## config.mk

```make
export PLATFORM = sky130hd
export DESIGN_NAME = peripheral_router
export DESIGN_NICKNAME = d
export VERILOG_FILES = /design/src/logic/coco_glue_pkg.sv /design/src/logic/peripheral_router.sv
export SDC_FILE = /design/constraint.sdc
export NUM_CORES = 1
export LEC_CHECK = 0
export BUFFER_PORTS_ARGS = -buffer_cell sky130_fd_sc_hd__buf_2
export CAP_MARGIN = 20
export CORE_AREA = 2 2 89 91
export DETAILED_ROUTE_END_ITERATION = 10
export DIE_AREA = 0 0 91 93
export SYNTH_ARGS = -nofsm -noshare
export SYNTH_HDL_FRONTEND = slang
export SYNTH_SLANG_ARGS = --single-unit
```

## constraint.sdc

```tcl
create_clock -name vclk -period 1.35
set_clock_uncertainty 0.1 [all_clocks]
set_input_delay 0.27 -clock vclk [all_inputs]
set_output_delay 0.27 -clock vclk [all_outputs]
set_load 0.01 [all_outputs]
```

## src/logic/coco_glue_pkg.sv

```systemverilog
/*
 * CoCo2 / Dragon glue package
 * Shared widths, timing constants, register map and the structs
 * passed between the register bank, sequencer, slicer and router
 */
`default_nettype none

package coco_glue_pkg;

	////////////////////
	// Widths and constants
	localparam int ADC_W      = 12;                 // ADC sample and core sound
	localparam int AUDIO_W    = 16;                 // Mixed audio out
	localparam int AVG_DEPTH  = 512;                // Samples in running average
	localparam int AVG_SHIFT  = 9;                  // log2(AVG_DEPTH)
	localparam int SUM_W      = ADC_W + AVG_SHIFT;  // Running total
	localparam int SLICE_BAND = 100;                // Hysteresis in ADC counts
	localparam int RESET_HOLD = 15;                 // Core reset cycles after a change
	localparam int HOLD_W     = $clog2(RESET_HOLD + 1);
	localparam int JOY_W      = 32;                 // Digital joystick word
	localparam int AXIS_W     = 8;                  // One analog axis
	localparam int AXIS_BIAS  = 128;                // Signed axis to unsigned centre
	localparam int WB_DW      = 32;                 // Wishbone data bus

	// Word addresses
	localparam logic REG_CFG  = 1'b0;
	localparam logic REG_STAT = 1'b1;

	////////////////////
	// Machine select
	// Code 3 is treated as a plain Dragon
	typedef enum logic [1:0]
	{
		COCO2    = 2'd0,
		DRAGON32 = 2'd1,
		DRAGON64 = 2'd2
	} machine_t;

	// Configuration word, MSB first
	typedef struct packed
	{
		logic     soft_reset;     // [7]
		machine_t machine;        // [6:5]
		logic     disk_cart;      // [4] Disk ROM instead of cartridge
		logic     hard_toggle;    // [3] Any edge forces hard reset
		logic     tape_from_adc;  // [2]
		logic     tape_monitor;   // [1] Tape bit into audio
		logic     joy_swap;       // [0]
	} cfg_t;

	localparam int CFG_W = $bits(cfg_t);

	////////////////////
	// Wishbone classic
	typedef struct packed
	{
		logic             cyc;
		logic             stb;
		logic             we;
		logic             adr;    // Word address
		logic [WB_DW-1:0] dat;
		logic [3:0]       sel;
	} wb_req_t;

	typedef struct packed
	{
		logic             ack;
		logic [WB_DW-1:0] dat;
	} wb_rsp_t;

	// Mode flags to the core
	typedef struct packed
	{
		logic is_dragon;
		logic is_dragon64;
		logic disk_cart;
	} mode_t;

	// Analog stick, one byte per axis
	typedef struct packed
	{
		logic [AXIS_W-1:0] x;
		logic [AXIS_W-1:0] y;
	} ajoy_t;

endpackage

`default_nettype wire

```

## src/logic/peripheral_router.sv

```systemverilog
/*
 * Peripheral router
 * Picks the cassette source, builds the 16-bit audio mix and routes
 * the joysticks with optional swap and analog recentering
 */
`default_nettype none

module peripheral_router
(
	input  coco_glue_pkg::cfg_t              i_cfg,
	input  wire                              i_adc_bit,
	input  wire                              i_player_bit,
	input  wire                              i_core_sndout,
	input  wire  [coco_glue_pkg::ADC_W-1:0]  i_core_sound,
	input  wire  [coco_glue_pkg::JOY_W-1:0]  i_joy1,
	input  wire  [coco_glue_pkg::JOY_W-1:0]  i_joy2,
	input  coco_glue_pkg::ajoy_t             i_ajoy1,
	input  coco_glue_pkg::ajoy_t             i_ajoy2,
	output logic                             o_core_tape,
	output logic [coco_glue_pkg::AUDIO_W-1:0] o_audio,
	output logic [coco_glue_pkg::JOY_W-1:0]  o_joy1,
	output logic [coco_glue_pkg::JOY_W-1:0]  o_joy2,
	output coco_glue_pkg::ajoy_t             o_ajoy1,
	output coco_glue_pkg::ajoy_t             o_ajoy2
);

	import coco_glue_pkg::*;

	ajoy_t ajoy1_c;   // Centred sticks
	ajoy_t ajoy2_c;

	// Signed axis to unsigned, wraps at 256
	function automatic ajoy_t center_axes(input ajoy_t a);
		ajoy_t c;
		c.x = a.x + AXIS_W'(AXIS_BIAS);
		c.y = a.y + AXIS_W'(AXIS_BIAS);
		return c;
	endfunction

	////////////////////
	// Tape and audio
	assign o_core_tape = i_cfg.tape_from_adc ? i_adc_bit : i_player_bit;

	// 1-bit sound loudest, tape monitor low in the mix
	assign o_audio = {i_core_sndout,
		i_core_sound[11:6],
		i_core_sound[5] ^ (i_cfg.tape_monitor & o_core_tape),
		i_core_sound[4:0],
		3'b000};

	////////////////////
	// Joysticks
	assign ajoy1_c = center_axes(i_ajoy1);
	assign ajoy2_c = center_axes(i_ajoy2);

	assign o_joy1  = i_cfg.joy_swap ? i_joy2 : i_joy1;
	assign o_joy2  = i_cfg.joy_swap ? i_joy1 : i_joy2;
	assign o_ajoy1 = i_cfg.joy_swap ? ajoy2_c : ajoy1_c;
	assign o_ajoy2 = i_cfg.joy_swap ? ajoy1_c : ajoy2_c;

endmodule

`default_nettype wire

```

; ---- Word level (Yosys, flattened, before mapping)
; Index checks and enable logic that the tools add are counted.
[word_totals]
ff_bits = 0
inputBits = 119
out_inout_bits = 113
wordCells = 11
[op_classes]
add_sub_neg = 4
muxes = 5
n_bitwise = 2
[op_table]
columns = cell, count
row1 = $mux 32, 2
row2 = $add 8x8->8 const B, 4
row3 = $mux 16, 2
row4 = $and 1x1->1, 1
row5 = $mux 1, 1
row6 = $xor 1x1->1, 1

; ---- Longest topological paths before layout
[logic_depth]
word_depth = 3
mapped_depth = 4
ltp_nobuf = 3

; ---- Least setup slack after synthesis
; OpenSTA, ideal clock, no wires.
[synth_path]
path_type = in2out
startpoint = input i_cfg[0] (netlist bit)
endpoint = output o_joy1[30] (netlist bit)
t_arrival_ns = 0.974
required_time_ns = 0.980
slack_ns = 0.006
path_stages = 4
n_path_buf = 3
path_cell_list = buf_6 -> buf_6 -> buf_6 -> mux2_4
[synth_via]
elab_chain_len = 1
[synth_lines]
columns = element, line
row1 = from (decl), peripheral_router.sv:10  ; input coco_glue_pkg::cfg_t i_cfg,
row2 = $mux 32, peripheral_router.sv:56  ; assign o_joy1 = i_cfg.joy_swap ? i_joy2 : i_joy1;
row3 = to (decl), peripheral_router.sv:21  ; output logic [coco_glue_pkg::JOY_W-1:0] o_joy1,
; No other way between the ends.

==> results.py <==
metrics = {
    "outcome": {
        "status": "complete, but fails checks",
        "violations": "negative setup slack",
    },
    "worst_setup_path": {
        "crit_slowest_cell": "mux2_4",
        "cp-end-kind": "output port",
        "critPathKind": "in -> out",
        "crit_chain": "buf_16 > clkbuf_16 > mux2_4 > buf_6",
        "cp-start-kind": "primary input",
        "cpPeakStageDelay_ns": 0.31,
        "crit_arrival_ns": 1.04,
        "critPathMaxFanout": 8,
        "worstPathRequired_ns": 0.98,
    },
    "synth": {
        "syn_area_per_cell_um2": 11.5,
        "synth_area_leaders": "mux2_2 44%, mux2_4 37%, buf_4 7.8%",
        "synth.largest_area_cell": "mux2_2",
        "ys_types": 9,
        "yosys-top-cells-count": "57 x mux2_2, 36 x mux2_4, 15 x buf_4, 6 x buf_6, 5 x buf_2",
        "yosysWarnings": 0,
        "synthMostInstantiatedCell": "mux2_2",
        "synth_top_area_frac": 0.445,
        "seq_area_frac_synth": 0,
        "syn_area_um2": 1440,
        "syn_inst": 126,
    },
    "detailed_routing": {
        "drc": 0,
        "dr_wl_met2_um": 3920,
        "wl_per_cell_um": 15.8,
        "ant_nets": 0,
        "vias": 1817,
        "routed.top_layer": "met4",
        "routed_wl_um": 6640,
        "viasPerCell": 4.33,
        "wl_met3_um": 499,
        "drt_pass1_iterations": 4,
        "wl_met1_um": 2140,
        "initialDrtViolationCount": 19,
    },
    "sta": {
        "rsz0062_at_grt": "yes",
        "drv_slew": 0,
        "final-setup-viol-count": 61,
        "fmax_mhz": 711,
        "fin_ws_ns": -0.0571,
        "fin_crit_ns": 1.41,
        "finalHoldViolCount": 0,
        "final.setup.tns_ns": -1.26,
        "finalCritPeriodShare": 1.04,
    },
    "place": {
        "place_ws_ns": -0.207,
        "place_congestion": 0.732,
        "placed_area_um2": 2470,
        "portBuffers": 200,
        "dpl.hpwl_um": 4100,
    },
    "power": {
        "leakagePower_nw": 1.95,
        "total_power_mw": 1.45,
        "vdd_drop_max_v": 0.000166,
        "power_density_nw_per_um2": 412,
    },
    "run": {
        "max_cap_viol_count": 0,
    },
    "cells_and_area": {
        "drive_above_1_share": 0.975,
        "multi_input_area_um2": 1460,
        "seq_cell_count": 0,
        "n_fill_cell": 706,
        "syn2layout_area_growth_pct": 144,
        "num_antenna_cells": 0,
        "nClkBuffers": 0,
        "fin_nets": 439,
        "regArea_um2": 0,
        "fin_area_um2": 3520,
    },
    "floorplanning": {
        "rows": 32,
        "num_io_pins": 232,
        "die-width_um": 91,
        "core_area_um2": 7530,
        "die_y_um": 93,
        "start_util": 0.192,
        "dieArea_um2": 8460,
    },
    "grt": {
        "grt_usage": 0.120,
        "grt_pass1_vias": 1805,
        "overflow": 0,
        "grt_pass1_wl_um": 8560,
        "antenna_found_initial": 0,
        "grt_max_degree": 15,
    },
    "min_path": {
        "hold_depth": 0,
        "hp-class": "in -> out",
    },
    "clock_network": {
        "holdBufCountCts": 0,
        "post_cts_buffers": 0,
    },
}
[through the flow]
step	instances	hold WS, ns	utilization
2_1_floorplan	128	0.524	-
3_3_place_gp	413	0.440	0.328
3_5_place_dp	413	0.440	0.328
4_1_cts	418	0.440	0.415
5_1_grt	420	0.440	0.468
6_report	420	0.440	0.468
[critical path, delay by kind of cell]
| kind | cells | cell delay, ns |
|---|---|---|
| multiplexers | 1 | 0.31 |
| buffers and inverters | 3 | 0.44 |
[where the power goes]
| group | internal [mW] | switching (mW) | total, mW |
|---|---|---|---|
| sequential | 0 | 0 | 0 |
| combinational | 0.930 | 0.520 | 1.45 |
| clock | 0 | 0 | 0 |
| total | 0.930 | 0.520 | 1.45 |
[metal layers]
metal  up-vias  GRT usage
met1       868      0.118
li1        836          -
met3         6     0.0201
met4         0    0.00505
met5         -          0
met2       107      0.266
[layout make-up]
cell class	instances	share of cell area
multi-input cells	102	0.415
repair buffers	216	0.549
well taps	102	0.0362
[layout by cell type, fill, tap and decap left out, drive strengths merged]
cell    count
nand2       1
clkbuf      2
mux2i       4
buf       214
xnor2       1
mux2       93
conb        3
[path summary, 6_finish.rpt]
path | startpoint | end | slack, ns
setup / recovery | i_cfg[0] | o_ajoy1[6] | -0.06
hold / removal | i_core_sound[3] | o_audio[6] | 0.44
[cells by family (layout without fill, tap and decap cells)]
family | after synthesis | count (layout) | synth area share
XOR/XNOR | 1 | 1 | 0.00607
AND/OR/NAND/NOR | 1 | 1 | 0.00260
other | 1 | 3 | 0.00260
multiplexers | 97 | 97 | 0.847
buffers and inverters | 26 | 216 | 0.142
[timing repair]
| action | CTS | global route |
|---|---|---|
| resized for setup | 104 | 71 |
| gates cloned | 5 | 2 |
| setup endpoints to repair | 97 | 91 |
| pin swaps | 2 | 0 |
Power figures use the tool's default switching activity.
