**config.mk**
```make
export PLATFORM = sky130hd
export DESIGN_NAME = wb_config_regs
export DESIGN_NICKNAME = d
export VERILOG_FILES = /design/src/logic/coco_glue_pkg.sv /design/src/logic/wb_config_regs.sv
export SDC_FILE = /design/constraint.sdc
export NUM_CORES = 1
export LEC_CHECK = 0
export BUFFER_PORTS_ARGS = -buffer_cell sky130_fd_sc_hd__clkbuf_2
export CAP_MARGIN = 40
export CORE_MARGIN = 2
export CORE_UTILIZATION = 35
export DETAILED_ROUTE_END_ITERATION = 7
export GPL_ROUTABILITY_DRIVEN = 1
export HOLD_SLACK_MARGIN = 0.12
export PLACE_DENSITY = 0.78
export SYNTH_ARGS = -nofsm -noshare
export SYNTH_HDL_FRONTEND = slang
export SYNTH_SLANG_ARGS = --single-unit
export TNS_END_PERCENT = 10
```
**constraint.sdc**
```tcl
create_clock -name i_clk_sys -period 1.9 [get_ports i_clk_sys]
set_input_delay 0.285 -clock i_clk_sys [delete_from_list [all_inputs] [get_ports i_clk_sys]]
set_output_delay 0.285 -clock i_clk_sys [all_outputs]
set_load 0.005 [all_outputs]
```
**src/logic/coco_glue_pkg.sv**
```systemverilog
/*
 * CoCo2 / Dragon glue package
 * Shared widths, timing constants, register map and the structs
 * passed between the register bank, sequencer, slicer and router
 */
`default_nettype none

package coco_glue_pkg;

	////////////////////
	// Widths and constants
	localparam int ADC_W      = 12;                 // ADC sample and core sound
	localparam int AUDIO_W    = 16;                 // Mixed audio out
	localparam int AVG_DEPTH  = 512;                // Samples in running average
	localparam int AVG_SHIFT  = 9;                  // log2(AVG_DEPTH)
	localparam int SUM_W      = ADC_W + AVG_SHIFT;  // Running total
	localparam int SLICE_BAND = 100;                // Hysteresis in ADC counts
	localparam int RESET_HOLD = 15;                 // Core reset cycles after a change
	localparam int HOLD_W     = $clog2(RESET_HOLD + 1);
	localparam int JOY_W      = 32;                 // Digital joystick word
	localparam int AXIS_W     = 8;                  // One analog axis
	localparam int AXIS_BIAS  = 128;                // Signed axis to unsigned centre
	localparam int WB_DW      = 32;                 // Wishbone data bus

	// Word addresses
	localparam logic REG_CFG  = 1'b0;
	localparam logic REG_STAT = 1'b1;

	////////////////////
	// Machine select
	// Code 3 is treated as a plain Dragon
	typedef enum logic [1:0]
	{
		COCO2    = 2'd0,
		DRAGON32 = 2'd1,
		DRAGON64 = 2'd2
	} machine_t;

	// Configuration word, MSB first
	typedef struct packed
	{
		logic     soft_reset;     // [7]
		machine_t machine;        // [6:5]
		logic     disk_cart;      // [4] Disk ROM instead of cartridge
		logic     hard_toggle;    // [3] Any edge forces hard reset
		logic     tape_from_adc;  // [2]
		logic     tape_monitor;   // [1] Tape bit into audio
		logic     joy_swap;       // [0]
	} cfg_t;

	localparam int CFG_W = $bits(cfg_t);

	////////////////////
	// Wishbone classic
	typedef struct packed
	{
		logic             cyc;
		logic             stb;
		logic             we;
		logic             adr;    // Word address
		logic [WB_DW-1:0] dat;
		logic [3:0]       sel;
	} wb_req_t;

	typedef struct packed
	{
		logic             ack;
		logic [WB_DW-1:0] dat;
	} wb_rsp_t;

	// Mode flags to the core
	typedef struct packed
	{
		logic is_dragon;
		logic is_dragon64;
		logic disk_cart;
	} mode_t;

	// Analog stick, one byte per axis
	typedef struct packed
	{
		logic [AXIS_W-1:0] x;
		logic [AXIS_W-1:0] y;
	} ajoy_t;

endpackage

`default_nettype wire

```
**src/logic/wb_config_regs.sv**
```systemverilog
/*
 * Configuration register bank
 * Wishbone classic slave with one read/write config word and a
 * read-only status word carrying the tape slicer bit and core reset
 */
`default_nettype none

module wb_config_regs
(
	input  wire                   i_clk_sys,
	input  wire                   i_arst_n,
	input  coco_glue_pkg::wb_req_t i_wb,
	output coco_glue_pkg::wb_rsp_t o_wb,
	input  wire                   i_tape_bit,
	input  wire                   i_core_reset,
	output coco_glue_pkg::cfg_t   o_cfg
);

	import coco_glue_pkg::*;

	logic             req;      // New request this cycle
	logic             ack_q;
	logic [WB_DW-1:0] rdata_q;
	cfg_t             cfg_q;

	// Block the cycle after ack so the master can drop stb
	assign req = i_wb.cyc & i_wb.stb & ~ack_q;

	////////////////////
	// Ack and config register
	always_ff @(posedge i_clk_sys or negedge i_arst_n)
	begin
		if (!i_arst_n)
		begin
			ack_q <= 1'b0;
			cfg_q <= '0;
		end
		else
		begin
			ack_q <= req;                     // Single cycle pulse
			if (req && i_wb.we && (i_wb.adr == REG_CFG) && i_wb.sel[0])
				cfg_q <= cfg_t'(i_wb.dat[CFG_W-1:0]);  // Lands with the ack
			// Writes to status are dropped
		end
	end

	////////////////////
	// Read data mux
	always_ff @(posedge i_clk_sys)
	begin
		if (req)
		begin
			case (i_wb.adr)
				REG_CFG:  rdata_q <= {{(WB_DW - CFG_W){1'b0}}, cfg_q};
				default:  rdata_q <= {{(WB_DW - 2){1'b0}}, i_core_reset, i_tape_bit};
			endcase
		end
	end

	assign o_wb.ack = ack_q;
	assign o_wb.dat = rdata_q;
	assign o_cfg    = cfg_q;

endmodule

`default_nettype wire

```
## After elaboration in Yosys (flattened, before gate mapping)

Cells that the tools add are included.

| word-level totals | value |
|---|---|
| output and inout bits | 41 |
| register bits | 41 |
| bits of input ports | 44 |

| cells by class | value |
|---|---|
| reduce and logical (&&, ||, !) cells | 3 |
| multiplexer cells | 1 |
| bitwise gates (word level) | 4 |

Operator list:

| cell | count |
|---|---|
| logical AND 1 bit | 3 |
| AND 1 bit | 2 |
| 2-to-1 mux 2 bit | 1 |
| NOT 1 bit | 2 |

## Logic depth before layout (Yosys ltp)

| logic depth | value |
|---|---|
| depth in word-level cells | 5 |
| depth in mapped cells | 3 |
| depth with buffers taken out | 3 |

## Least setup slack after synthesis

OpenSTA, ideal clock, no wires.

| timing | value |
|---|---|
| path kind | input-to-reg |
| from | input port i_wb[36] (netlist bit) |
| to | register cfg_q, in the netlist o_cfg[0] |
| data arrival time | 1.235 ns |
| stages | 3 |
| required time | 1.775 ns |
| slack | 0.540 ns |
| path buffers | 1 |
| library setup time | 0.125 ns |
| path through | buf_6 -> nor4_4 -> mux2_2 |

| on the way | value |
|---|---|
| cells in the longest elaborated chain, start to end | 3 |

Ends and longest elaborated chain:

| element | RTL line | source |
|---|---|---|
| start: declaration | wb_config_regs.sv:12 | `input coco_glue_pkg::wb_req_t i_wb,` |
| NOT 1 bit | -- |  |
| logical AND 1 bit (2 in a row) | wb_config_regs.sv:41 | `if (req && i_wb.we && (i_wb.adr == REG_CFG) && i_wb.sel[0])` |
| end signal: assignment | wb_config_regs.sv:42 | `cfg_q <= cfg_t'(i_wb.dat[CFG_W-1:0]);` |
| end: declaration | wb_config_regs.sv:24 | `cfg_t cfg_q;` |

No other way between the ends.
A chain may end at the register's enable or synchronous reset.

## Final worst setup path

| timing | value |
|---|---|
| from | register ack_q |
| to | register cfg_q, in the netlist o_cfg[6] |

| on the way | value |
|---|---|
| cells in the longest elaborated chain, start to end | 5 |

Ends and longest elaborated chain:

| element | RTL line | source |
|---|---|---|
| start: declaration | wb_config_regs.sv:22 | `logic ack_q;` |
| start signal: assignment | wb_config_regs.sv:40 | `ack_q <= req;` |
| NOT 1 bit | wb_config_regs.sv:27 | `assign req = i_wb.cyc & i_wb.stb & ~ack_q;` |
| AND 1 bit | wb_config_regs.sv:27 |  |
| logical AND 1 bit (3 in a row) | wb_config_regs.sv:41 |  |

No other way between the ends.

==> results.ini <==
[clocking]
clk_latency_ps = 280
postCtsSetupRepairBufs = 0
htreeDepth = 1
cts_num_sinks = 17
cts_tree = done
clock_path_buffers = 2
path_clk_slew_ps = 90
numCtsBuffers = 3
cts-root-buf = clkbuf_4

[power]
power.internal_mw = 0.624
p_sw_share_pct = 24.8
power.density_nw_per_um2 = 831
total_power_mw = 0.830
p_leak_nw = 0.511
power_frac_comb_pct = 20.0
vdd_drop_max_mv = 0.618
p_switching_mw = 0.206
power_frac_clock_pct = 22.2
seq_power_share_pct = 57.8

[place]
gp_congestion = 0.638
pre_cts_ws_ps = 279
hpwl_um = 1130
io_buffers = 33

[routing]
via_per_inst = 3.85
final_antenna_net_count = 0
dr.pass1.iters = 3
drc = 0
wl_um = 1330
drtIter0Drc = 4
wire_per_inst_um = 10.3
vias = 500

[grt]
grt_use_total_pct = 9.84
grt_first_pass_wirelength_um = 1990
grt_max_degree = 10
grt_overflow = 0
antenna_found_initial = 0
grt_pass1_vias = 465

[floorplan]
num_io_pins = 85
die_w_um = 53.7
initial_core_util_pct = 35.9
dieArea_um2 = 2890
row_count = 18
core_area_um2 = 2410
die-height_um = 53.7

[sta]
setup_slack_ps = 389
holdWs_ps = 232
max_slew_margin_pct = 60.9
tightest_slew_ps = 582
drv_slew = 0
finalHoldViolCount = 0
tns_ps = 0
fin_worst_skew_ps = 5.20
max_freq_mhz = 662
rsz0062_at_grt = false
setup_violations = 0
post-route-period-util_pct = 79.5
min_period_ps = 1510

[outcome]
outcome = complete, no violations

[synthesis]
syn_area_um2 = 866
yosysTopAreaCell = edfxtp_1
syn-mean-instance-area_um2 = 13.5
synth_cell_types = 10
synth_top_area_share_pct = 27.7
synth_area_leaders = edfxtp_1 28%, dfrtp_1 26%, buf_4 22%
netlist_instances = 64
seq_area_frac_synth_pct = 53.8
ys_ff_latch = 17
yosys_warnings = 0

[worst_setup_path]
critical_path_peak_fanout = 8
crit_chain = nor4_4 -> mux2_2
slowest_delay_ps = 570
startpoint_type = register
r2r_cells = 2
critical_path_class = register to register
timing.rr.end = o_cfg[6]
ff2ff_setup_slack_ps = 390
regToRegStartpoint = ack_q
end_kind = register
worstPathRequired_ps = 2070
cp.arrival_ps = 1680
crit_slowest_cell = nor4_4

[finish]
final_common_cell = clkbuf_2
fin_util_pct = 41.5
antenna_cells = 0
fillers = 229
area.growth.synth_to_final_pct = 15.5
layout_common_cells = 33 x clkbuf_2, 24 x conb_1, 10 x mux2_2
final_nets = 145
drive_gt1_share_pct = 54.0

[min_path]
worstHoldEndpoint = o_cfg[5]
min_path_cells = 2
hp-class = input port to register
holdCritStartpoint = i_wb[9]

[job]
drv_cap = 0

==> how the worst max path moves through the flow <==
stage | start | end | depth (start not counted)
CTS | ack_q | o_cfg[2] | 2
finish | ack_q | o_cfg[6] | 2
global route | ack_q | o_cfg[6] | 2
floorplan | i_wb[36] | o_cfg[0] | 3
detailed placement | i_wb[36] | o_cfg[6] | 3
global placement | i_wb[36] | o_cfg[6] | 3
==> Yosys cell counts <==
cell type   n
and2b_2     6
dfrtp_1     9
nor2_1      1
buf_4      25
buf_6       1
nor4_4      1
edfxtp_1    8
conb_1      1
nand2_1     2
mux2_2     10
==> worst max-delay path: cells and delay by family (launching register included) <==
kind	cells	cell delay, ps
simple gates	1	570
flops	1	430
mux	1	400
==> logic make-up after synthesis <==
kind of cell / synth area share, %
buf+inv: 23.0
mux: 13.0
flops: 53.8
other cells: 0.433
simple gates: 9.83
==> metal layers <==
metal	global-route usage, %	wire, µm
met5	0	0
met4	5.13	0
met3	1.67	130
met2	19.7	776
met1	9.24	427
==> repair_timing <==
item / 4_1_cts / 5_1_grt
gates resized for setup: 0 / 0
hold endpoints to repair: 9 / 0
hold buffers: 1 / 0
==> through the flow <==
| step | area, µm² | cells |
|---|---|---|
| 6_report | 1000 | 130 |
| 3_5_place_dp | 963 | 125 |
| 3_3_place_gp | 963 | 125 |
| 5_1_grt | 1000 | 130 |
| 4_1_cts | 1000 | 130 |
| 2_1_floorplan | 952 | 87 |
==> registers in the layout, indices dropped and copies added, names as in the netlist <==
signal / flops
o_cfg: 8
rdata_q: 8
ack_q: 1
==> layout make-up <==
cell class | count | area, µm² | share of cell area (%)
multi-input combinational | 44 | 288 | 28.8
clock buffer | 4 | 26.3 | 2.63
timing repair buffer | 35 | 183 | 18.3
sequential | 17 | 465 | 46.6
tap | 30 | 37.5 | 3.75
==> power groups by stage <==
stage | registers (mW) | logic, mW | clock network (mW)
6_report | 0.480 | 0.166 | 0.184
5_1_grt | 0.488 | 0.187 | 0.202
4_1_cts | 0.483 | 0.169 | 0.193
3_5_place_dp | 0.491 | 0.166 | 0
3_3_place_gp | 0.484 | 0.160 | 0
2_1_floorplan | 0.488 | 0.118 | 0
Note: power is estimated with default switching activity, not from simulation.
