## config.mk

```make
export PLATFORM = sky130hd
export DESIGN_NAME = machine_reset_seq
export DESIGN_NICKNAME = d
export VERILOG_FILES = /design/src/logic/coco_glue_pkg.sv /design/src/logic/machine_reset_seq.sv
export SDC_FILE = /design/constraint.sdc
export NUM_CORES = 1
export LEC_CHECK = 0
export BUFFER_PORTS_ARGS = -buffer_cell sky130_fd_sc_hd__clkbuf_2
export CORE_AREA = 2 2 39 41
export CTS_CLUSTER_SIZE = 40
export DETAILED_ROUTE_END_ITERATION = 8
export DIE_AREA = 0 0 41 43
export HOLD_SLACK_MARGIN = 0.08
export SLEW_MARGIN = 20
export SYNTH_ARGS = -nofsm -noshare
export SYNTH_HDL_FRONTEND = slang
export SYNTH_SLANG_ARGS = --single-unit
```

## constraint.sdc

```tcl
create_clock -name i_clk_sys -period 1.2 [get_ports i_clk_sys]
set_input_delay 0.12 -clock i_clk_sys [delete_from_list [all_inputs] [get_ports i_clk_sys]]
set_output_delay 0.12 -clock i_clk_sys [all_outputs]
set_load 0.01 [all_outputs]
```

## src/logic/coco_glue_pkg.sv

```systemverilog
/*
 * CoCo2 / Dragon glue package
 * Shared widths, timing constants, register map and the structs
 * passed between the register bank, sequencer, slicer and router
 */
`default_nettype none

package coco_glue_pkg;

	////////////////////
	// Widths and constants
	localparam int ADC_W      = 12;                 // ADC sample and core sound
	localparam int AUDIO_W    = 16;                 // Mixed audio out
	localparam int AVG_DEPTH  = 512;                // Samples in running average
	localparam int AVG_SHIFT  = 9;                  // log2(AVG_DEPTH)
	localparam int SUM_W      = ADC_W + AVG_SHIFT;  // Running total
	localparam int SLICE_BAND = 100;                // Hysteresis in ADC counts
	localparam int RESET_HOLD = 15;                 // Core reset cycles after a change
	localparam int HOLD_W     = $clog2(RESET_HOLD + 1);
	localparam int JOY_W      = 32;                 // Digital joystick word
	localparam int AXIS_W     = 8;                  // One analog axis
	localparam int AXIS_BIAS  = 128;                // Signed axis to unsigned centre
	localparam int WB_DW      = 32;                 // Wishbone data bus

	// Word addresses
	localparam logic REG_CFG  = 1'b0;
	localparam logic REG_STAT = 1'b1;

	////////////////////
	// Machine select
	// Code 3 is treated as a plain Dragon
	typedef enum logic [1:0]
	{
		COCO2    = 2'd0,
		DRAGON32 = 2'd1,
		DRAGON64 = 2'd2
	} machine_t;

	// Configuration word, MSB first
	typedef struct packed
	{
		logic     soft_reset;     // [7]
		machine_t machine;        // [6:5]
		logic     disk_cart;      // [4] Disk ROM instead of cartridge
		logic     hard_toggle;    // [3] Any edge forces hard reset
		logic     tape_from_adc;  // [2]
		logic     tape_monitor;   // [1] Tape bit into audio
		logic     joy_swap;       // [0]
	} cfg_t;

	localparam int CFG_W = $bits(cfg_t);

	////////////////////
	// Wishbone classic
	typedef struct packed
	{
		logic             cyc;
		logic             stb;
		logic             we;
		logic             adr;    // Word address
		logic [WB_DW-1:0] dat;
		logic [3:0]       sel;
	} wb_req_t;

	typedef struct packed
	{
		logic             ack;
		logic [WB_DW-1:0] dat;
	} wb_rsp_t;

	// Mode flags to the core
	typedef struct packed
	{
		logic is_dragon;
		logic is_dragon64;
		logic disk_cart;
	} mode_t;

	// Analog stick, one byte per axis
	typedef struct packed
	{
		logic [AXIS_W-1:0] x;
		logic [AXIS_W-1:0] y;
	} ajoy_t;

endpackage

`default_nettype wire

```

## src/logic/machine_reset_seq.sv

```systemverilog
/*
 * Machine select and reset sequencer
 * Decodes the machine field into core mode flags and restarts the core
 * whenever the machine, cartridge mode or hard reset toggle changes
 */
`default_nettype none

module machine_reset_seq
(
	input  wire                 i_clk_sys,
	input  wire                 i_arst_n,
	input  coco_glue_pkg::cfg_t  i_cfg,
	output coco_glue_pkg::mode_t o_mode,
	output logic                o_core_reset,
	output logic                o_hard_reset
);

	import coco_glue_pkg::*;

	machine_t          machine_q;   // Last seen machine
	logic              disk_q;      // Last seen cart mode
	logic              toggle_q;    // Last seen hard reset toggle
	logic              mode_change;
	logic [HOLD_W-1:0] hold_cnt;    // Core reset down-counter
	logic              hard_arm;    // First step of hard reset

	// Any watched field differs from its copy
	assign mode_change = (i_cfg.machine != machine_q) |
		(i_cfg.disk_cart != disk_q) |
		(i_cfg.hard_toggle != toggle_q);

	////////////////////
	// Change tracking and hold counter
	always_ff @(posedge i_clk_sys or negedge i_arst_n)
	begin
		if (!i_arst_n)
		begin
			machine_q    <= COCO2;
			disk_q       <= 1'b0;
			toggle_q     <= 1'b0;
			hold_cnt     <= '0;
			hard_arm     <= 1'b0;
			o_hard_reset <= 1'b0;
		end
		else
		begin
			machine_q <= i_cfg.machine;
			disk_q    <= i_cfg.disk_cart;
			toggle_q  <= i_cfg.hard_toggle;

			// Reload on every change, even mid-hold
			if (mode_change)
				hold_cnt <= HOLD_W'(RESET_HOLD);
			else if (hold_cnt != '0)
				hold_cnt <= hold_cnt - 1'b1;

			// Two steps, pulse lands two cycles after the change
			hard_arm     <= mode_change;
			o_hard_reset <= hard_arm;
		end
	end

	////////////////////
	// Mode decode from the registered copies
	always_comb
	begin
		o_mode.is_dragon   = (machine_q != COCO2);     // Code 3 too
		o_mode.is_dragon64 = (machine_q == DRAGON64);
		o_mode.disk_cart   = disk_q;
	end

	// Hold count or soft reset from the host
	assign o_core_reset = (hold_cnt != '0) | i_cfg.soft_reset;

endmodule

`default_nettype wire

```

Word-level counts from Yosys, hierarchy flattened
Index checks and enable logic that the tools add are counted.
{ "word_totals": {"out_inout_bits": 5, "elab_cells": 19, "inputBits": 10, "ff_bits": 10} }
{ "op_classes": {"n_addsub": 1, "eq_ne": 4, "mux": 2, "bitwise_logic": 3, "reduce_logical": 3} }
{ "ops": {"columns": ["cell", "n"], "rows": [
  ["2-to-1 mux 4 bit", 2],
  ["nonzero test 2 bit", 2],
  ["nonzero test 4 bit", 1],
  ["subtractor 4 x 1 -> 4 bit (second input constant)", 1],
  ["bitwise OR 1 bit", 3],
  ["equality test 2 bit (second input constant)", 1],
  ["!= test 1 bit", 2],
  ["!= test 2 bit", 1]
]} }

Longest topological paths before layout
Gate-level depths: netlist of the first run.
{ "logic_depth": {"ltp_word": 4, "depth_mapped": 5, "mapped_depth_nobuf": 5} }

Worst setup path before layout of the first run
Ideal clock, no wire load.
{ "synth_path": {"path_type": "register to register", "from": "register hold_cnt[0]", "to": "register hold_cnt[1]", "slack_ps": -109, "arrival_ps": 1244, "path_stages_with_launch": 6, "required_time_ps": 1135, "cell_sequence": "dfrtp_1 inv_1 ha_1 nor3b_4 mux2_1 nand2_1"} }
{ "synth_between": {"elab_chain_len": 3} }
{ "synth_lines": {"columns": ["item", "line", "source"], "rows": [
  ["from (decl)", "machine_reset_seq.sv:24", "logic [HOLD_W-1:0] hold_cnt;"],
  ["from (signal assigned)", "machine_reset_seq.sv:53", "hold_cnt <= HOLD_W'(RESET_HOLD);"],
  ["from (signal assigned)", "machine_reset_seq.sv:55", "hold_cnt <= hold_cnt - 1'b1;"],
  ["subtractor 4 x 1 -> 4 bit", "machine_reset_seq.sv:55", null],
  ["2-to-1 mux 4 bit", "machine_reset_seq.sv:54", "else if (hold_cnt != '0)"],
  ["2-to-1 mux 4 bit", "machine_reset_seq.sv:52", "if (mode_change)"]
]} }
Parallel ways exist; a longest one is shown, timed or not. The select of a mux whose other input is x is not followed.
A chain may end at the register's enable or synchronous reset.

Final worst setup path of the first run
{ "layout_path": {"from": "register hold_cnt[1]", "to": "output o_core_reset"} }
{ "layout_between": {"elab_chain_len": 2} }
{ "layout_lines": {"columns": ["item", "line", "source"], "rows": [
  ["nonzero test 4 bit", "machine_reset_seq.sv:73", "assign o_core_reset = (hold_cnt != '0) | i_cfg.soft_reset;"],
  ["bitwise OR 1 bit", "machine_reset_seq.sv:73", null],
  ["to (decl)", "machine_reset_seq.sv:14", "output logic o_core_reset,"]
]} }
Every way passes these cells.

==> impl.org, run 1 <==
** Status
- Outcome :: finished with violations
- The final reports fail on negative setup slack.

** Floorplanning
- Initial core utilization :: 32.6%
- Standard-cell rows :: 14
- The die is 43 µm tall.
- Width of the die :: 41 µm
- Core footprint :: 1380 µm²
- Die area :: 1760 µm²
- 15 I/O pins were placed.

** Cells and area
- The multi-input combinational cells in the finished layout cover a total of 235 µm².
- Number of inserted diodes :: 0
- Summing all flip-flop and latch instances after layout gives 250 µm².
- Final core utilization :: 52.6%
- Counting the fill cells in the layout gives 130.
- Net total in the final layout :: 76
- P&R area growth vs syn :: 61.2%
- Cells with a size suffix above 1 make up 56.5% of the layout.

** Worst setup path
- In this run the register-to-register setup slack is -230 ps.
- Endpoint of the most critical setup path :: o_core_reset
- At the worst endpoint, the required time is 1080 ps.
- Worst reg2reg startpoint :: hold_cnt[1]$_DFFE_PN0P_
- The critical path goes through inv_2 > ha_4 > nor3b_4 > buf_4 > nand2b_1 > clkbuf_2.
- Together, buffers and inverters on the worst path number 3.
- FF-to-FF End :: hold_cnt[1]$_DFFE_PN0P_
- For this design, the slowest cell found on the critical path is dfrtp_1.
- In this run the worst path has a maximum fanout of 2.
- Startpoint type of the worst setup path :: flip-flop
- Number of gates on the worst path with buffers counted :: 6
- In this design, the largest share of critical-path delay is due to flip-flops.
- Setup crit end kind :: output pin
- R2r worst-path depth :: 7
- Worst stage delay on the critical path :: 380 ps
- Critical path type :: reg2out
- Start point of the critical path :: hold_cnt[1]$_DFFE_PN0P_
- STA puts the critical path data arrival time at 1360 ps.

** Power and ir drop
- Cell area power density :: 934 nW/µm²
- Summed over all cells, the static leakage comes to 0.336 nW.
- Peak supply drop :: 579 µV

** Timing
- The final count of pins violating max slew came to 0.
- Final period utilization :: 123%
- Once routing completed, OpenROAD measured the worst setup slack at -275 ps.
- Derived from the worst setup path, the maximum achievable clock frequency is 678 MHz.
- Clock period minus final worst setup slack :: 1480 ps
- Final hold analysis gives a worst-case slack of 247 ps.
- The number of hold violations in the final report was 0.
- Headroom to the max-slew limit came out at 76.6%.
- Clock skew on the completed layout was measured at 1.59 ps.
- At the pin with the least slew margin, the transition time is 349 ps.
- Count of final setup violators :: 4
- RSZ-0062 raised after global routing :: yes

** Routing
- Number of vias in the routed layout :: 344
- After the first detailed-routing iteration, the DRC count stood at 4.
- Dividing the detail-routed wire length by the instance count gives 10.7 µm.
- DR vias/cell :: 4.41
- Detailed Route WL :: 837 µm
- Number of nets still failing antenna checks after routing :: 0
- Total DRC errors in the routed layout :: 0
- Before antenna repair, the detailed router went through 4 iterations.

** Clock tree
- For the worst-skew pair, the clock arrives at the later sink with an insertion delay of 260 ps.
- TritonCTS built the clock tree.
- Clock tree synthesis found a total of 10 sinks.
- Clock transition at the registers of the reported paths :: 60 ps
- The clock passes through at most 2 buffers.
- Clk Tree Root Cell :: clkbuf_4
- In this run the number of H-tree levels came out at 1.
- Clock tree synthesis inserted a total of 3 buffers.

** Synthesis
- Number of enable flip-flop cells after synthesis :: 0
- Library cell with the largest summed area after synthesis :: dfrtp_1
- For this run, the number of Yosys warnings is 0.
- Syn_nets :: 47
- Number of cells produced by synthesis :: 35
- Top cells by instance count after synthesis :: dfrtp_1, xor2_1, inv_1, nand2_1
- For this run, the leading register cell type out of synthesis is dfrtp_1.
- Sequential cell area fraction in the yosys report :: 55.4%
- After synthesis, the netlist uses 17 different library cells.
- In this run the cell area of the synthesized design comes to 452 µm².
- Sorting the synthesized cells by area gives the leading types as dfrtp_1, xor2_1, ha_1.
- In this run, synthesis produced a sequential element count of 10.
- The top cell type by area accounts for 55.4% of the synthesized area.
- Syn Area/Cell :: 12.9 µm²
- Synth async-reset ratio :: 100%
- Among all cell types in the netlist, the one instantiated most often is dfrtp_1.

** Flow run
- The tool flagged a number of max-cap violations equal to 0.

** Global routing
- The via count of the first global-routing pass came to 349.
- The number of antenna violations at the first check in global routing is 0.
- Remaining global-route overflow :: 0
- Global-route wire length before repair :: 1490 µm
- Gr usage total :: 13.0%
- Pin count of the biggest net entering global routing :: 11

** Placed design
- Sum of net half-perimeters after detailed placement :: 534 µm
- I/O Buffers :: 11
- Last weighted congestion value of the routability-driven placer :: 0.731

** Hold path
- The tightest min-delay check is of the in2async type.
cell type report:
| cell class | count | area share (%) |
|---|---|---|
| Timing Repair Buffer | 25 | 25.9 |
| Inverter | 3 | 1.55 |
| Sequential cell | 10 | 34.4 |
| Clock buffer | 3 | 3.09 |
| Multi-Input combinational cell | 21 | 32.3 |
| Tap cell | 16 | 2.75 |
registers in the layout, indices dropped and copies added, names as in the netlist:
signal and flops:
hold_cnt 4, machine_q 2, disk_q 1, hard_arm 1, o_hard_reset 1, toggle_q 1
metal layers:
metal | vias up | part of all wire [%] | routed length (µm) | global-route usage (%)
met5 | - | 0 | 0 | 0
met4 | 0 | 0.96 | 8 | 6.00
met3 | 2 | 3.7 | 31 | 4.71
met2 | 8 | 53 | 442 | 17.2
met1 | 174 | 42 | 355 | 18.3
li1 | 160 | - | - | -
worst register-to-register path, delay by kind of cell (launching register included):
| family | cells | cell delay [ps] |
|---|---|---|
| flip-flops | 1 | 380 |
| buffers and inverters | 3 | 310 |
| multiplexers | 1 | 290 |
| AND/OR/NAND/NOR | 2 | 250 |
| adder cells (fa/ha/maj) | 1 | 130 |
kinds of logic (layout without fill, tap and decap cells):
group	after synthesis	count (layout)	share of synthesized area, %
compound gates	1	1	1.11
simple gates	10	10	17.5
xor+xnor	6	6	11.6
flops	10	10	55.4
fa+ha+maj	2	2	5.54
buf+inv	4	31	4.16
mux	2	2	4.71
metrics by stage:
stage               cell area (µm²)  cells  setup TNS [ps]  power [mW]  setup WS, ps
floorplan                       468     35           -49.0       0.400         -49.0
global placement                558     64            -236       0.429         -92.7
detailed placement              558     64            -251       0.430          -110
CTS                             668     76            -615       0.679          -301
global route                    728     78           -1090       0.707          -358
finish                          728     78            -699       0.680          -275
power breakdown:
group / internal (mW) / switching, mW
Sequential: 0.349 / 0.00744
Clock: 0.116 / 0.113
Combinational: 0.0514 / 0.0435
cell usage in the layout (no fill, tap or decap), drive strengths merged:
cell type	count
buf	12
clkbuf	11
dfrtp	10
dlygate4sd3	5
xor2	4
nand2	3
inv	3
xnor2	2
ha	2
nor4	1
or2	1
nor2b	1
nor3b	1
nand2b	1
mux2	1
nor2	1
nor3	1
mux2i	1
o21ai	1
worst min-delay path by stage:
stage / startpoint / slack, ps / end / cells past startpoint
6_report: i_arst_n / 250 / machine_q[0]$_DFF_PN0_ / 2
5_1_grt: i_arst_n / 290 / o_hard_reset$_DFF_PN0_ / 2
4_1_cts: i_arst_n / 250 / machine_q[0]$_DFF_PN0_ / 2
3_5_place_dp: i_arst_n / -2 / hold_cnt[3]$_DFFE_PN0P_ / 1
3_3_place_gp: i_arst_n / -5 / hold_cnt[3]$_DFFE_PN0P_ / 1
2_1_floorplan: i_arst_n / -180 / disk_q$_DFF_PN0_ / 0
what timing repair did:
item / 4_1_cts / 5_1_grt
setup buffers: 4 / 4
resized for setup: 1 / 10
pin swaps: 0 / 3
endpoints found under the setup margin: 4 / 7
hold buffers: 5 / 0
endpoints found under the hold margin: 14 / 0
No activity file was read; power rests on OpenSTA's default activity.
==> run 2: changes to the inputs <==
GPL_ROUTABILITY_DRIVEN = 0   (was not set)
PLACE_DENSITY = 0.71   (was not set)
==> run 2 against run 1 <==
Against the previous run: the flow still finishes with violations (negative setup slack); non-clock buffer count decreased by 3; die area unchanged; global-route usage decreased by 1.0 points; register-to-register slack improved by 50 ps; clock skew about the same; maximum frequency decreased by 0.17%; via count decreased by 3.8%; critical path type unchanged; largest cell class unchanged.
==> impl.org, run 2 (synthesis gave the netlist of run 1 again) <==
** Routing
- The routed length per placed instance is 10.6 µm (was 10.7 µm).
- The detailed-route via count is 331 (was 344).
- Total DRC errors in the routed layout :: 0 (unchanged)
- Router iterations before antenna repair :: 1 (was 4)
- Detailed Route WL :: 794 µm (was 837 µm)
- The via density per instance came to 4.41 (about the same).
- Number of nets still failing antenna checks after routing :: 0 (unchanged)
- Starting DRC count in detailed routing :: 0 (was 4)

** Floorplanning
- Core footprint :: 1380 µm² (unchanged)
- The I/O pin count was 15 (unchanged).
- The die area is 1760 µm² (unchanged).
- The x dimension of the die was 41 µm (unchanged).
- Die height :: 43 µm (unchanged)
- Initial core utilization :: 32.6% (unchanged)
- The number of rows created at floorplan was 14 (unchanged).

** Worst setup path
- Required time at the worst-slack endpoint :: 1080 ps (about the same)
- Cell-by-cell listing of the critical path: inv_2 > ha_4 > nor3b_4 > buf_6 > nand2b_4 > buf_6 (was inv_2 > ha_4 > nor3b_4 > buf_4 > nand2b_1 > clkbuf_2).
- The nature of the critical path startpoint is a flip-flop (unchanged).
- Critical path type :: reg2out (unchanged)
- Among the stages of the critical path, the cell type that occurs most often is buf_6.
- The critical path's largest stage delay came to 390 ps (was 380 ps).
- The setup slack on the worst flop-to-flop path was -180 ps (was -230 ps).
- Setup crit end kind :: output pin (unchanged)
- The critical path arrival is 1360 ps (about the same).
- Largest fanout on the critical path :: 2 (unchanged)
- The master of the slowest instance on the critical path is dfrtp_1 (unchanged).

** Flow run
- Number of maximum-capacitance constraint violations :: 0 (unchanged)

** Cells and area
- P&R area growth vs syn :: 50.4% (was 61.2%)
- Largest register FFs :: 4 (unchanged)
- Leading registers by flop count :: hold_cnt x4, machine_q x2 (unchanged)
- The total inserted antenna cells is 0 (unchanged).
- Layout cells sized above 1 :: 47.5% (was 56.5%)
- Net total in the final layout :: 73 (was 76)
- Most used cells in the layout excluding fill and tap cells: dfrtp_1, clkbuf_2, dlygate4sd3_1, buf_4, xor2_1 (was dfrtp_1, clkbuf_2, buf_4, dlygate4sd3_1).
- The register with the most flip-flops is hold_cnt (unchanged).
- The most common library cell in the layout ignoring fill and taps was dfrtp_1 (unchanged).
- Summed area of non-filler cells in the final layout :: 679 µm² (was 728 µm²)

** Global routing
- The total congestion overflow after global routing was 0 (unchanged).
- Vias in the first global route :: 346 (was 349)
- The number of antenna violations at the first check in global routing was 0 (unchanged).
- The pin count of the biggest net entering global routing was 11 (unchanged).
- Global-route wire length before repair :: 1330 µm (was 1490 µm)
- Gr usage total :: 11.9% (was 13.0%)

** Power and ir drop
- Peak supply drop :: 408 µV (was 579 µV)
- The static leakage power was 0.322 nW (was 0.336 nW).
- The total power divided by cell area was 983 nW/µm² (was 934 nW/µm²).

** Timing
- Worst hold slack across all endpoints :: 243 ps (was 247 ps)
- Final period utilization :: 123% (about the same)
- The final count of pins violating max slew was 0 (unchanged).
- Slew Limit Headroom :: 77.7% (was 76.6%)
- RSZ-0062 raised after global routing: yes (unchanged).
- The clock period minus worst slack was 1480 ps (about the same).
- Number of hold violations in the final report :: 0 (unchanged)
- Max Clk Rate :: 677 MHz (was 678 MHz)
- Final Worst Setup Slack :: -278 ps (was -275 ps)
- The slew at the pin with the worst max-slew slack is 333 ps (was 349 ps).
- The number of setup violations in the final report came to 3 (was 4).
- Setup clock skew after layout :: 1.29 ps (was 1.59 ps)
- The final-layout setup total negative slack came to -539 ps (was -699 ps).

** Clock tree
- Number of CTS-inserted buffers :: 3 (unchanged)
- Clk Tree Root Cell :: clkbuf_4 (unchanged)
- The maximum level of the CTS H-tree came to 1 (unchanged).
- Clock Sink Count :: 10 (unchanged)
- Clock transition at the registers of the reported paths :: 60 ps (about the same)
- Clock tree from TritonCTS :: built (unchanged)
- The number of buffers on the longest clock path is 2 (unchanged).
- The later-pin clock latency in the skew report came to 260 ps (about the same).

** Status
- Violations in the final reports :: negative setup slack (unchanged)
- Outcome: finished with violations (unchanged).

** Placed design
- I/O Buffers :: 11 (unchanged)
- Instance area at placement :: 566 µm² (was 558 µm²)
- The HPWL after detailed placement came to 552 µm (was 534 µm).

** Hold path
- The worst hold path class is in2async (unchanged).
## run 2: cell types whose count changed in the layout (fill, tap and decap cells not counted)
cell	delta
buf_2	-1
buf_4	-3
clkbuf_2	+1
nand2b_1	-1
nand2b_4	+1
o21ai_1	+1
o21ai_2	-1
xnor2_1	+1
xnor2_2	-1
xor2_1	+3
xor2_2	-3
## run 2: area by class of cell
class                      count  area (µm²)
multi-input combinational     21         209
clock buffer                   3        22.5
timing repair buffer          22         166
sequential                    10         250
tap                           16        20.0
inverter                       3        11.3
fill                         139         704
## run 2: final timing paths
kind                                    startpoint  cells past startpoint                 endpoint
max reg2reg                hold_cnt[0]$_DFFE_PN0P_                      6  hold_cnt[1]$_DFFE_PN0P_
min in group i_clk_sys                    i_cfg[6]                      4       hard_arm$_DFF_PN0_
max in group asynchronous                 i_arst_n                      2  hold_cnt[3]$_DFFE_PN0P_
min reg2reg                     hard_arm$_DFF_PN0_                      0   o_hard_reset$_DFF_PN0_
min                                       i_arst_n                      2   o_hard_reset$_DFF_PN0_
max                        hold_cnt[0]$_DFFE_PN0P_                      6             o_core_reset
## run 2: stage by stage
step           cells  power, mW  worst slack, ps  utilization, %
6_report          75      0.668             -278            49.1
2_1_floorplan     35      0.400            -49.0               -
3_5_place_dp      65      0.431            -85.0            40.9
3_3_place_gp      65      0.428            -78.8            40.9
5_1_grt           75      0.712             -349            49.1
4_1_cts           74      0.679             -275            46.8
## run 2: critical path: cells and delay by family, from the launching register on
kind | cells | cell delay, ps
DFF | 1 | 390
adders and majority gates | 1 | 130
buffers and inverters | 3 | 320
and+or+nand+nor | 2 | 240
## run 2: layer usage
metal / wire, µm / vias up / global-route usage (%)
met5: 0 / - / 0
met4: 21 / 0 / 8.00
met3: 36 / 2 / 6.28
met2: 439 / 8 / 18.8
met1: 297 / 164 / 11.1
li1: - / 157 / -
## run 2: timing repair
| action | 4_1_cts | 5_1_grt |
|---|---|---|
| buffers inserted | 1 | 2 |
| pin swaps | 0 | 1 |
| cloned | 0 | 0 |
| resized for setup | 1 | 6 |
| hold buffers | 5 | 0 |
| endpoints found under the setup margin | 5 | 7 |
| hold endpoints to repair | 14 | 0 |
## run 2: report_power, final
group | total [mW] | internal, mW | switching [mW]
logic | 0.0840 | 0.0448 | 0.0392
registers | 0.357 | 0.349 | 0.00736
clock network | 0.227 | 0.116 | 0.111
total | 0.668 | 0.510 | 0.158
